==> src/hdl/shader_core_macros.svh <==
`ifndef SHADER_CORE_MACROS_SVH
`define SHADER_CORE_MACROS_SVH

// data and instruction word width
`define SC_WORD_WIDTH 32

// address width of both external RAMs
`define SC_ADDR_WIDTH 16

// register index width
`define SC_REG_ADDR_WIDTH 5

// pc after reset, and bytes per instruction
`define SC_RESET_PC 32'h0000_0000
`define SC_PC_STEP 32'd4

// system immediate that stops the core
`define SC_HALT_IMM 12'd1

`endif

==> src/hdl/shader_core_pkg.sv <==
`include "shader_core_macros.svh"

package shader_core_pkg;

    // control states of the multicycle core
    typedef enum logic [3:0] {
        INIT,
        FETCH,
        FETCH2,
        DECODE,
        REGISTERS,
        ALU,
        LOAD,
        LOAD2,
        STORE,
        RETIRE,
        HALTED
    } core_state_t;

    // operators understood by the alu
    typedef enum logic [3:0] {
        NONE,
        ADD,
        SUB,
        SLL,
        SLT,
        SLTU,
        XOR,
        SRL,
        SRA,
        OR,
        AND
    } alu_op_t;

    // everything the core needs from one instruction
    typedef struct packed {
        logic                          is_alu_imm;
        logic                          is_alu_reg;
        logic                          is_lui;
        logic                          is_jal;
        logic                          is_jalr;
        logic                          is_branch;
        logic                          is_load;
        logic                          is_store;
        logic                          is_halt;
        logic [`SC_REG_ADDR_WIDTH-1:0] rs1;
        logic [`SC_REG_ADDR_WIDTH-1:0] rs2;
        logic [`SC_REG_ADDR_WIDTH-1:0] rd;
        logic [2:0]                    funct3;
        alu_op_t                       alu_op;
        logic [`SC_WORD_WIDTH-1:0]     operand_a;
        logic [`SC_WORD_WIDTH-1:0]     operand_b;
    } decoded_t;

    // request towards the data RAM
    typedef struct packed {
        logic [`SC_ADDR_WIDTH-1:0] address;
        logic [`SC_WORD_WIDTH-1:0] write_data;
        logic                      write;
    } data_req_t;

endpackage

==> src/hdl/alu.sv <==
`timescale 1ns/1ps
`include "shader_core_macros.svh"

module alu (
    input  logic                          clock,
    input  logic [`SC_WORD_WIDTH-1:0]     operand_a,
    input  logic [`SC_WORD_WIDTH-1:0]     operand_b,
    input  shader_core_pkg::alu_op_t      alu_op,
    input  logic [`SC_WORD_WIDTH-1:0]     compare_a,
    input  logic [`SC_WORD_WIDTH-1:0]     compare_b,
    input  logic [2:0]                    funct3,
    output logic [`SC_WORD_WIDTH-1:0]     result,
    output logic                          branch_taken
);

    // result follows the operands one clock later
    always_ff @(posedge clock) begin
        case (alu_op)
            shader_core_pkg::ADD:  result <= operand_a + operand_b;
            shader_core_pkg::SUB:  result <= operand_a - operand_b;
            shader_core_pkg::SLL:  result <= operand_a << operand_b[4:0];
            shader_core_pkg::SLT:  result <= {31'b0, $signed(operand_a) < $signed(operand_b)};
            shader_core_pkg::SLTU: result <= {31'b0, operand_a < operand_b};
            shader_core_pkg::XOR:  result <= operand_a ^ operand_b;
            shader_core_pkg::SRL:  result <= operand_a >> operand_b[4:0];
            shader_core_pkg::SRA:  result <= $signed(operand_a) >>> operand_b[4:0];
            shader_core_pkg::OR:   result <= operand_a | operand_b;
            shader_core_pkg::AND:  result <= operand_a & operand_b;
            default:               result <= '0;
        endcase
    end

    // branch condition straight from the register values
    always_comb begin
        case (funct3)
            3'b000:  branch_taken = (compare_a == compare_b);
            3'b001:  branch_taken = (compare_a != compare_b);
            3'b100:  branch_taken = ($signed(compare_a) < $signed(compare_b));
            3'b101:  branch_taken = ($signed(compare_a) >= $signed(compare_b));
            3'b110:  branch_taken = (compare_a < compare_b);
            3'b111:  branch_taken = (compare_a >= compare_b);
            default: branch_taken = 1'b0;
        endcase
    end

    // decoder masks shift amounts to five bits
    a_shift_in_range: assert property (
        @(posedge clock)
        (alu_op inside {shader_core_pkg::SLL, shader_core_pkg::SRL, shader_core_pkg::SRA})
        |-> (operand_b < 32)
    );

endmodule

==> src/hdl/instruction_decoder.sv <==
`timescale 1ns/1ps
`include "shader_core_macros.svh"

module instruction_decoder (
    input  logic [`SC_WORD_WIDTH-1:0] instruction,
    input  logic [`SC_WORD_WIDTH-1:0] rs1_value,
    input  logic [`SC_WORD_WIDTH-1:0] rs2_value,
    input  logic [`SC_WORD_WIDTH-1:0] pc,
    output shader_core_pkg::decoded_t decoded
);

    localparam logic [6:0] OPC_ALU_IMM = 7'b0010011;
    localparam logic [6:0] OPC_ALU_REG = 7'b0110011;
    localparam logic [6:0] OPC_LUI     = 7'b0110111;
    localparam logic [6:0] OPC_JAL     = 7'b1101111;
    localparam logic [6:0] OPC_JALR    = 7'b1100111;
    localparam logic [6:0] OPC_BRANCH  = 7'b1100011;
    localparam logic [6:0] OPC_LOAD    = 7'b0000011;
    localparam logic [6:0] OPC_STORE   = 7'b0100011;
    localparam logic [6:0] OPC_SYSTEM  = 7'b1110011;

    logic [6:0]                opcode;
    logic [2:0]                funct3;
    logic                      funct7_alt;
    logic                      is_shift;
    logic [`SC_WORD_WIDTH-1:0] imm_i;
    logic [`SC_WORD_WIDTH-1:0] imm_s;
    logic [`SC_WORD_WIDTH-1:0] imm_b;
    logic [`SC_WORD_WIDTH-1:0] imm_u;
    logic [`SC_WORD_WIDTH-1:0] imm_j;
    logic [`SC_WORD_WIDTH-1:0] shamt;
    logic [`SC_WORD_WIDTH-1:0] rs2_masked;
    shader_core_pkg::alu_op_t  funct_op;

    assign opcode     = instruction[6:0];
    assign funct3     = instruction[14:12];
    // bit 30 picks sub and sra
    assign funct7_alt = instruction[30];
    assign is_shift   = (funct3 == 3'b001) || (funct3 == 3'b101);

    // sign-extended immediates
    assign imm_i = {{20{instruction[31]}}, instruction[31:20]};
    assign imm_s = {{20{instruction[31]}}, instruction[31:25], instruction[11:7]};
    assign imm_b = {{19{instruction[31]}}, instruction[31], instruction[7],
                    instruction[30:25], instruction[11:8], 1'b0};
    assign imm_u = {instruction[31:12], 12'b0};
    assign imm_j = {{11{instruction[31]}}, instruction[31], instruction[19:12],
                    instruction[20], instruction[30:21], 1'b0};

    assign shamt      = {27'b0, instruction[24:20]};
    assign rs2_masked = {27'b0, rs2_value[4:0]};

    // funct3 map shared by reg-imm and reg-reg
    always_comb begin
        case (funct3)
            3'b000:  funct_op = (opcode == OPC_ALU_REG && funct7_alt) ?
                                shader_core_pkg::SUB : shader_core_pkg::ADD;
            3'b001:  funct_op = shader_core_pkg::SLL;
            3'b010:  funct_op = shader_core_pkg::SLT;
            3'b011:  funct_op = shader_core_pkg::SLTU;
            3'b100:  funct_op = shader_core_pkg::XOR;
            3'b101:  funct_op = funct7_alt ? shader_core_pkg::SRA : shader_core_pkg::SRL;
            3'b110:  funct_op = shader_core_pkg::OR;
            default: funct_op = shader_core_pkg::AND;
        endcase
    end

    always_comb begin
        decoded.is_alu_imm = (opcode == OPC_ALU_IMM);
        decoded.is_alu_reg = (opcode == OPC_ALU_REG);
        decoded.is_lui     = (opcode == OPC_LUI);
        decoded.is_jal     = (opcode == OPC_JAL);
        decoded.is_jalr    = (opcode == OPC_JALR);
        decoded.is_branch  = (opcode == OPC_BRANCH);
        decoded.is_load    = (opcode == OPC_LOAD);
        decoded.is_store   = (opcode == OPC_STORE);
        decoded.is_halt    = (opcode == OPC_SYSTEM) && (instruction[31:20] == `SC_HALT_IMM);
        decoded.rs1        = instruction[19:15];
        decoded.rs2        = instruction[24:20];
        decoded.rd         = instruction[11:7];
        decoded.funct3     = funct3;

        // first operand
        if (decoded.is_alu_imm || decoded.is_alu_reg || decoded.is_load ||
            decoded.is_store || decoded.is_jalr) begin
            decoded.operand_a = rs1_value;
        end else if (decoded.is_lui) begin
            decoded.operand_a = imm_u;
        end else if (decoded.is_jal || decoded.is_branch) begin
            decoded.operand_a = pc;
        end else begin
            decoded.operand_a = '0;
        end

        // second operand
        if (decoded.is_alu_imm) begin
            decoded.operand_b = is_shift ? shamt : imm_i;
        end else if (decoded.is_alu_reg) begin
            decoded.operand_b = is_shift ? rs2_masked : rs2_value;
        end else if (decoded.is_load || decoded.is_jalr) begin
            decoded.operand_b = imm_i;
        end else if (decoded.is_store) begin
            decoded.operand_b = imm_s;
        end else if (decoded.is_branch) begin
            decoded.operand_b = imm_b;
        end else if (decoded.is_jal) begin
            decoded.operand_b = imm_j;
        end else begin
            decoded.operand_b = '0;
        end

        // address and target forms all add
        if (decoded.is_alu_imm || decoded.is_alu_reg) begin
            decoded.alu_op = funct_op;
        end else if (decoded.is_lui || decoded.is_jal || decoded.is_jalr ||
                     decoded.is_branch || decoded.is_load || decoded.is_store) begin
            decoded.alu_op = shader_core_pkg::ADD;
        end else begin
            decoded.alu_op = shader_core_pkg::NONE;
        end
    end

endmodule

==> src/hdl/register_file.sv <==
`timescale 1ns/1ps
`include "shader_core_macros.svh"

module register_file (
    input  logic                          clock,
    input  logic                          write,
    input  logic [`SC_REG_ADDR_WIDTH-1:0] write_address,
    input  logic [`SC_WORD_WIDTH-1:0]     write_data,
    input  logic [`SC_REG_ADDR_WIDTH-1:0] read1_address,
    output logic [`SC_WORD_WIDTH-1:0]     read1_data,
    input  logic [`SC_REG_ADDR_WIDTH-1:0] read2_address,
    output logic [`SC_WORD_WIDTH-1:0]     read2_data
);

    logic [`SC_WORD_WIDTH-1:0] regs [0:(1 << `SC_REG_ADDR_WIDTH)-1];

    always_ff @(posedge clock) begin
        if (write) begin
            regs[write_address] <= write_data;
        end
    end

    // x0 reads as zero whatever the array holds
    assign read1_data = (read1_address == '0) ? '0 : regs[read1_address];
    assign read2_data = (read2_address == '0) ? '0 : regs[read2_address];

    // the core filters rd == 0 before it raises the write enable
    a_no_write_x0: assert property (
        @(posedge clock) write |-> (write_address != '0)
    );

endmodule

==> src/hdl/shader_core.sv <==
`timescale 1ns/1ps
`include "shader_core_macros.svh"

module shader_core (
    input  logic                      clock,
    input  logic                      reset_n,
    input  logic                      run,
    output logic                      halted,
    output logic [`SC_ADDR_WIDTH-1:0] inst_ram_address,
    input  logic [`SC_WORD_WIDTH-1:0] inst_ram_read_result,
    output logic [`SC_ADDR_WIDTH-1:0] data_ram_address,
    output logic [`SC_WORD_WIDTH-1:0] data_ram_write_data,
    output logic                      data_ram_write,
    input  logic [`SC_WORD_WIDTH-1:0] data_ram_read_result
);

    shader_core_pkg::core_state_t state;
    shader_core_pkg::decoded_t    decoded;
    shader_core_pkg::data_req_t   data_req;

    logic [`SC_WORD_WIDTH-1:0] pc;
    logic [`SC_WORD_WIDTH-1:0] instruction;
    logic [`SC_WORD_WIDTH-1:0] rs1_value;
    logic [`SC_WORD_WIDTH-1:0] rs2_value;
    logic [`SC_WORD_WIDTH-1:0] alu_result;
    logic                      branch_taken;
    logic                      wb_write;
    logic [`SC_WORD_WIDTH-1:0] wb_data;
    logic                      writes_rd;

    register_file u_register_file (
        .clock         (clock),
        .write         (wb_write),
        .write_address (decoded.rd),
        .write_data    (wb_data),
        .read1_address (decoded.rs1),
        .read1_data    (rs1_value),
        .read2_address (decoded.rs2),
        .read2_data    (rs2_value)
    );

    instruction_decoder u_instruction_decoder (
        .instruction (instruction),
        .rs1_value   (rs1_value),
        .rs2_value   (rs2_value),
        .pc          (pc),
        .decoded     (decoded)
    );

    alu u_alu (
        .clock        (clock),
        .operand_a    (decoded.operand_a),
        .operand_b    (decoded.operand_b),
        .alu_op       (decoded.alu_op),
        .compare_a    (rs1_value),
        .compare_b    (rs2_value),
        .funct3       (decoded.funct3),
        .result       (alu_result),
        .branch_taken (branch_taken)
    );

    assign writes_rd = decoded.is_alu_imm || decoded.is_alu_reg || decoded.is_lui ||
                       decoded.is_jal || decoded.is_jalr || decoded.is_load;

    assign data_ram_address    = data_req.address;
    assign data_ram_write_data = data_req.write_data;
    assign data_ram_write      = data_req.write;

    always_ff @(posedge clock) begin
        if (!reset_n) begin
            state          <= shader_core_pkg::INIT;
            pc             <= `SC_RESET_PC;
            halted         <= 1'b0;
            wb_write       <= 1'b0;
            data_req.write <= 1'b0;
        end else if (run) begin
            case (state)
                shader_core_pkg::INIT: begin
                    pc    <= `SC_RESET_PC;
                    state <= shader_core_pkg::FETCH;
                end
                shader_core_pkg::FETCH: begin
                    // previous write-back lands on this edge
                    wb_write         <= 1'b0;
                    inst_ram_address <= pc[`SC_ADDR_WIDTH-1:0];
                    state            <= shader_core_pkg::FETCH2;
                end
                shader_core_pkg::FETCH2: begin
                    state <= shader_core_pkg::DECODE;
                end
                shader_core_pkg::DECODE: begin
                    instruction <= inst_ram_read_result;
                    state       <= shader_core_pkg::REGISTERS;
                end
                shader_core_pkg::REGISTERS: begin
                    if (decoded.is_halt) begin
                        halted <= 1'b1;
                    end
                    state <= shader_core_pkg::ALU;
                end
                shader_core_pkg::ALU: begin
                    if (halted) begin
                        state <= shader_core_pkg::HALTED;
                    end else if (decoded.is_load) begin
                        state <= shader_core_pkg::LOAD;
                    end else if (decoded.is_store) begin
                        state <= shader_core_pkg::STORE;
                    end else begin
                        state <= shader_core_pkg::RETIRE;
                    end
                end
                shader_core_pkg::LOAD: begin
                    data_req.address <= alu_result[`SC_ADDR_WIDTH-1:0];
                    state            <= shader_core_pkg::LOAD2;
                end
                shader_core_pkg::LOAD2: begin
                    state <= shader_core_pkg::RETIRE;
                end
                shader_core_pkg::STORE: begin
                    // write strobe is seen during RETIRE only
                    data_req.address    <= alu_result[`SC_ADDR_WIDTH-1:0];
                    data_req.write_data <= rs2_value;
                    data_req.write      <= 1'b1;
                    state               <= shader_core_pkg::RETIRE;
                end
                shader_core_pkg::RETIRE: begin
                    data_req.write <= 1'b0;
                    wb_write       <= writes_rd && (decoded.rd != '0);
                    if (decoded.is_jal || decoded.is_jalr) begin
                        wb_data <= pc + `SC_PC_STEP;
                    end else if (decoded.is_load) begin
                        wb_data <= data_ram_read_result;
                    end else begin
                        wb_data <= alu_result;
                    end
                    // jump targets lose bit 0
                    if (decoded.is_jal || decoded.is_jalr) begin
                        pc <= {alu_result[`SC_WORD_WIDTH-1:1], 1'b0};
                    end else if (decoded.is_branch && branch_taken) begin
                        pc <= alu_result;
                    end else begin
                        pc <= pc + `SC_PC_STEP;
                    end
                    state <= shader_core_pkg::FETCH;
                end
                shader_core_pkg::HALTED: begin
                    state <= shader_core_pkg::HALTED;
                end
                default: begin
                    state <= shader_core_pkg::INIT;
                end
            endcase
        end
    end

    a_write_only_in_retire: assert property (
        @(posedge clock) disable iff (!reset_n)
        data_ram_write |-> (state == shader_core_pkg::RETIRE)
    );

    // a halted core never goes back to fetching
    a_halt_sticky: assert property (
        @(posedge clock) disable iff (!reset_n)
        halted |=> halted && (state inside {shader_core_pkg::ALU, shader_core_pkg::HALTED})
    );

endmodule

==> config.mk <==
export PLATFORM = sky130hd
export DESIGN_NAME = shader_core
export DESIGN_NICKNAME = d
export VERILOG_FILES = /design/src/hdl/shader_core_pkg.sv /design/src/hdl/alu.sv /design/src/hdl/instruction_decoder.sv /design/src/hdl/register_file.sv /design/src/hdl/shader_core.sv
export VERILOG_INCLUDE_DIRS = /design/src /design/src/hdl
export SDC_FILE = /design/constraint.sdc
export NUM_CORES = 2
export LEC_CHECK = 0
export ABC_AREA = 1
export BUFFER_PORTS_ARGS = -buffer_cell sky130_fd_sc_hd__buf_2
export CAP_MARGIN = 20
export CELL_PAD_IN_SITES_DETAIL_PLACEMENT = 1
export CELL_PAD_IN_SITES_GLOBAL_PLACEMENT = 2
export CORE_MARGIN = 1.5
export CORE_UTILIZATION = 39
export DETAILED_ROUTE_END_ITERATION = 7
export GPL_ROUTABILITY_DRIVEN = 0
export PLACE_DENSITY = 0.92
export SKIP_LAST_GASP = 1
export SLEW_MARGIN = 20
export SYNTH_ARGS = -nofsm -noshare
export SYNTH_HDL_FRONTEND = slang
export SYNTH_HIERARCHICAL = 1
export SYNTH_SLANG_ARGS = --single-unit
export TNS_END_PERCENT = 100
==> constraint.sdc <==
create_clock -name clock -period 5.2 [get_ports clock]
set_clock_uncertainty 0.05 [all_clocks]
set_input_delay 1.04 -clock clock [delete_from_list [all_inputs] [get_ports clock]]
set_output_delay 1.04 -clock clock [all_outputs]
set_load 0.01 [all_outputs]
* Yosys cells after proc, flatten, opt, wreduce, memory -nomap -nowiden
Memories as Yosys holds them, arrays and structs flattened. A register that Yosys moved wholly into a read port is not among the register bits.
Cells that the tools add are included.
** Word-level totals
- Register bits after elaboration :: 199
- RAM bits :: 1024
- Output and inout bits :: 66
- Logic and storage cells :: 142
- Memories kept :: 1
** Cells by class
- Add/sub/neg operators :: 3
- Order comparisons :: 6
- Equality and inequality tests :: 39
- Shifts and indexed selects :: 3
- Muxes and demuxes :: 35
- Bitwise gates (word level) :: 3
- Reduce and logical (&&, ||, !) cells :: 41
** Memory list
- u_register_file.regs :: words 32, bits a word 32, rd ports 2, clocked after memory_dff 2, wr ports 1, line register_file.sv:15 : logic [`SC_WORD_WIDTH-1:0] regs [0:(1 << `SC_REG_ADDR_WIDTH)-1];
** Operators by type and width (count)
- $mux W32 :: 17
- $pmux W32 S10 :: 1
- $lt A32 B32 Y1 :: 4
- $ge A32 B32 Y1 :: 2
- $pmux W32 S2 :: 1
- $pmux W4 S9 :: 1
- $add A32 B3 Y32 const B :: 1
- $add A32 B32 Y32 :: 1
- $and A32 B32 Y32 :: 1
- $eq A32 B32 Y1 :: 1
- $eq A4 B3 Y1 const B :: 8
- $ne A32 B32 Y1 :: 1
- $or A32 B32 Y32 :: 1
- $shl A32 B5 Y32 :: 1
- $shr A32 B5 Y32 :: 1
- $sshr A32 B5 Y32 :: 1
- $sub A32 B32 Y32 :: 1
- $xor A32 B32 Y32 :: 1
- $eq A7 B7 Y1 const B :: 4
- $pmux W4 S7 :: 1
- $eq A4 B4 Y1 const B :: 6
- $eq A7 B6 Y1 const B :: 3
- $reduce_and A3 Y1 :: 6
- $logic_or A1 B1 Y1 :: 17
- other kinds (22) :: 48

* Depth between registers and ports, before layout
- Depth after elaboration :: 10
- Depth in mapped cells :: 38

* Modules after synthesis
Netlist, hierarchy kept.
** By module, submodules not included
- register_file :: instances 1, cells each 5954, area an instance 51605.7 um^2, seq. area each 30749.5 um^2
- alu :: instances 1, cells each 2123, area an instance 11148.2 um^2, seq. area each 640.6 um^2
- shader_core :: instances 1, cells each 773, area an instance 7407.1 um^2, seq. area each 4624.4 um^2
- instruction_decoder :: instances 1, cells each 420, area an instance 1980.6 um^2, seq. area each 0.0 um^2

* Worst setup path before layout
No wires, ideal clock.
- Path kind :: register to register
- Start point :: register instruction[21]
- End point :: register u_alu.result[0]
- Setup time :: 0.114 ns
- Arrival :: 3.970 ns
- Required time :: 5.036 ns
- Path slack :: 1.065 ns
- Stages on the path, launching flop included :: 31
- Buffers on the path :: 6
- Period minus slack after synthesis :: 4.135 ns
- Path through :: edfxtp_1 -> buf_4 -> buf_2 -> inv_1 -> buf_2 -> clkbuf_1 -> nand3_1 -> nand3_1 -> nand2_1 -> nand2_1 -> nand2_1 -> nor2_1 -> nor2_1 -> nand2_1 -> nand2_1 -> inv_1 -> nand2_1 -> inv_2 -> clkbuf_1 -> clkbuf_1 -> ha_1 -> nor2_1 -> nand2_1 -> o21ai_1 -> nand2_1 -> nand2_1 -> nand3b_1 -> nand3_1 -> nand2_1 -> nor2_1 -> nand2_1
** RTL lines
- start: declaration :: line shader_core.sv:22 : logic [`SC_WORD_WIDTH-1:0] instruction;
- start signal: assignment :: line shader_core.sv:92 : instruction <= inst_ram_read_result;
- end signal: assignment :: line alu.sv:19 : shader_core_pkg::ADD: result <= operand_a + operand_b;
- end signal: assignment :: line alu.sv:20 : shader_core_pkg::SUB: result <= operand_a - operand_b;
- end signal: assignment :: line alu.sv:21 : shader_core_pkg::SLL: result <= operand_a << operand_b[4:0];
- end: declaration :: line alu.sv:12 : output logic [`SC_WORD_WIDTH-1:0] result,

==> impl_metrics.py <==
metrics = {
    "outcome": {
        "outcome": "finished, violations left",
        "violations": "negative setup slack",
    },
    "layout": {
        "areaGrowthSynthToFinish_pct": 15.4,
        "drive_gt1_share_pct": 10.7,
        "fillers": 22300,
        "layout.area.seq_um2": 36000,
        "multi_input_area_um2": 31800,
        "nNetsFinal": 9656,
    },
    "die": {
        "start_util_pct": 39.3,
        "die_h_um": 433,
        "core_area_um2": 183000,
        "num_rows": 157,
        "dieArea_um2": 188000,
        "die_w_um": 433,
        "num_io_pins": 133,
    },
    "clock_network": {
        "clockBufferDepth": 3,
        "cts_buffers": 142,
        "clkTransAtPathRegs_ns": 0.08,
        "h-tree-depth": 4,
        "root_buffer": "clkbuf_16",
        "clk_latency_ns": 0.85,
        "holdBufCountCts": 0,
        "clock_sinks": 1223,
        "cts_tree": "yes",
    },
    "synth": {
        "ys.warnings.count": 6,
        "synth-edff-count": 1152,
        "synth_top_area_share_pct": 48.0,
        "synth_ff_type": "edfxtp_1",
        "syn_area_um2": 72100,
        "yosysMostFrequentCell": "nand2_1",
        "synthTopCellsByCount": "nand2_1, nand3_1, edfxtp_1",
        "syn_inst": 9270,
        "async_reset_ff_share_pct": 0,
        "netlist.top_cell.by_area": "edfxtp_1",
        "synth.net_count": 9470,
        "ys_seq_elements": 1223,
        "ys_types": 59,
        "yosys-top-cells-area": "edfxtp_1, nand2_1, nand3_1",
        "syn_area_per_cell_um2": 7.78,
        "ys_seq_area_share_pct": 49.9,
    },
    "timing": {
        "slew_viol_final": 0,
        "fin_ws_ns": -0.000115,
        "hold_violations": 0,
        "max_slew_margin_pct": 15.6,
        "setup_viol": 1,
        "whs_ns": 0.323,
        "finalCriticalPeriod_ns": 5.20,
        "period_share_pct": 100,
        "fmax_ghz": 0.192,
        "tightest_slew_ns": 1.27,
    },
    "worst_setup_path": {
        "worstSetupStartpointType": "flip-flop",
        "crit_fanout": 63,
        "critical-path-top-delay-family": "simple AND/OR/NAND/NOR gates",
        "worstPathArrival_ns": 5.81,
        "path_cells": "inv_8 -> buf_12 -> a21oi_1 -> o21ai_0 -> a21oi_1 -> nor2_1 -> nor2_1 -> nor2_1 -> buf_4 -> nand2_1 -> nand2_1 -> inv_1 -> nand2_2 -> buf_4 -> nand3_1 -> nand3_1 -> nand2_1 -> nand2_1 -> nand2_1 -> nor2_1 -> nand2_1 -> a21oi_1 -> nand3_1",
        "r2r-start": "instruction[21]$_DFFE_PP_",
        "end_kind": "flip-flop",
        "critPathLaunch": "instruction[21]$_DFFE_PP_",
        "critical-path-slowest-cell": "edfxtp_1",
        "crit_buf_inv": 5,
        "crit_required_ns": 5.81,
        "critical_path_class": "flip-flop to flip-flop",
        "reg2reg_slack_ns": -0.0001,
        "reg2regPathDepth": 23,
        "critPathMaxStageDelay_ns": 0.56,
        "cp_common_cell": "nand2_1",
        "path_depth": 23,
    },
    "detailed_routing": {
        "viasPerCell": 6.10,
        "avgRoutedWirePerCell_um": 28.9,
        "wl_um": 348000,
        "first_pass_iters": 7,
        "detail-route-antenna-nets": 0,
        "drt-initial-drc-count": 9086,
        "num_vias": 73400,
        "drc": 0,
    },
    "placed_design": {
        "dp_hpwl_um": 232000,
        "dpl_worst_slack_ns": -0.0275,
        "numPortBuffers": 132,
    },
    "power_and_ir_drop": {
        "ir_drop_v": 0.000248,
        "leakage_nw": 34.2,
        "power-per-cell-area_nw_per_um2": 249,
    },
    "flow_run": {
        "maxCapViolCount": 0,
    },
    "min_path": {
        "hp-class": "input port to flip-flop",
        "hp-start": "inst_ram_read_result[29]",
        "whs_path_depth": 1,
    },
    "grt": {
        "globalRouteOverflowTotal": 0,
        "grt_pass1_wl_um": 494000,
        "antenna_found_initial": 17,
        "gr-usage-all-layers_pct": 35.9,
        "grt_pass1_vias": 73500,
        "grt_max_degree": 99,
    },
}
==> layout make-up <==
cell class	instances	share of cell area, %
diodes	11	0.0331
clock buffers	178	4.49
clock inverters	83	0.809
inverters	540	2.51
multi-input cells	6928	38.2
flip-flops and latches	1223	43.3
well taps	2464	3.70
repair buffers	620	6.99
repair inverters	1	0.0105
==> layout by cell type, fill, tap and decap left out, types with 30 or more instances in the layout <==
cell type  synthesis  final
clkbuf_16          0    152
buf_12             0     78
inv_1            509    503
nor3_1            37     36
buf_2            217    132
nor2_4             7     46
ha_1             131    127
nand3_1         1222   1218
clkbuf_1         231     33
nor2_2            19     38
nand4_1           47     47
nor2_1          1011    953
clkinv_2           1     30
edfxtp_1        1152   1152
o211ai_1          76     76
o21ai_1           73     77
o21ai_0          586    581
a21oi_2           31     34
dfxtp_1           71     71
nand2_1         3159   3148
buf_4             45    360
a21oi_1          350    347
==> final timing paths <==
path	endpoint
hold / removal	instruction[29]$_DFFE_PP_
setup / recovery	u_alu/result[27]$_DFF_P_
setup reg to reg	u_alu/result[27]$_DFF_P_
hold reg to reg	data_ram_address[15]$_DFFE_PP_
==> timing repair <==
action | CTS | global route
buffers inserted | 4 | 0
resized for setup | 7 | 70
hold endpoints to repair | 0 | 0
gates cloned | 1 | 8
pin swaps | 0 | 2
setup endpoints to repair | 33 | 58
==> flip-flops by register name (all words and copies together), names as in the netlist <==
signal and count:
u_alu/result 32, halted 1, inst_ram_address 16, instruction 32, data_ram_write 1, u_register_file/regs 1024
data_ram_write_data 32, state 4, wb_write 1, data_ram_address 16, pc 32, wb_data 32
==> cell families after synthesis <==
kind of cell / count (synthesis) / synth area share [%]
buf+inv: 1119 / 6.60
xor+xnor: 10 / 0.121
mux: 10 / 0.139
fa+ha+maj: 133 / 2.33
simple gates: 5559 / 31.7
compound gates: 1216 / 9.21
flops: 1223 / 49.9
==> where the power goes <==
part | total [mW] | leakage, nW | switching [mW] | internal [mW]
sequential | 10.6 | 10.9 | 0.00788 | 10.6
combinational | 0.257 | 21.2 | 0.178 | 0.0792
clock | 9.85 | 2.15 | 4.41 | 5.44
==> layer usage <==
| metal | vias up | routed length, µm | track usage (%) |
|---|---|---|---|
| li1 | 31400 | - | - |
| met1 | 36400 | 132000 | 45.3 |
| met2 | 4448 | 152000 | 54.8 |
| met3 | 1219 | 35300 | 7.55 |
| met4 | 12 | 28100 | 25.1 |
| met5 | - | 70 | 0 |
==> per-stage QoR <==
stage	TNS [ns]	util [%]	power, mW	cells	area (µm²)
global placement	0	42.5	11.1	11700	78000
finish	-0.000115	45.4	20.7	12000	83200
detailed placement	-0.0684	42.5	11.1	11700	78000
floorplan	0	-	10.9	9270	72100
global route	-0.0488	45.4	21.1	12000	83200
CTS	0	45.0	20.7	12000	82600
(Power assumes the default switching activity.)
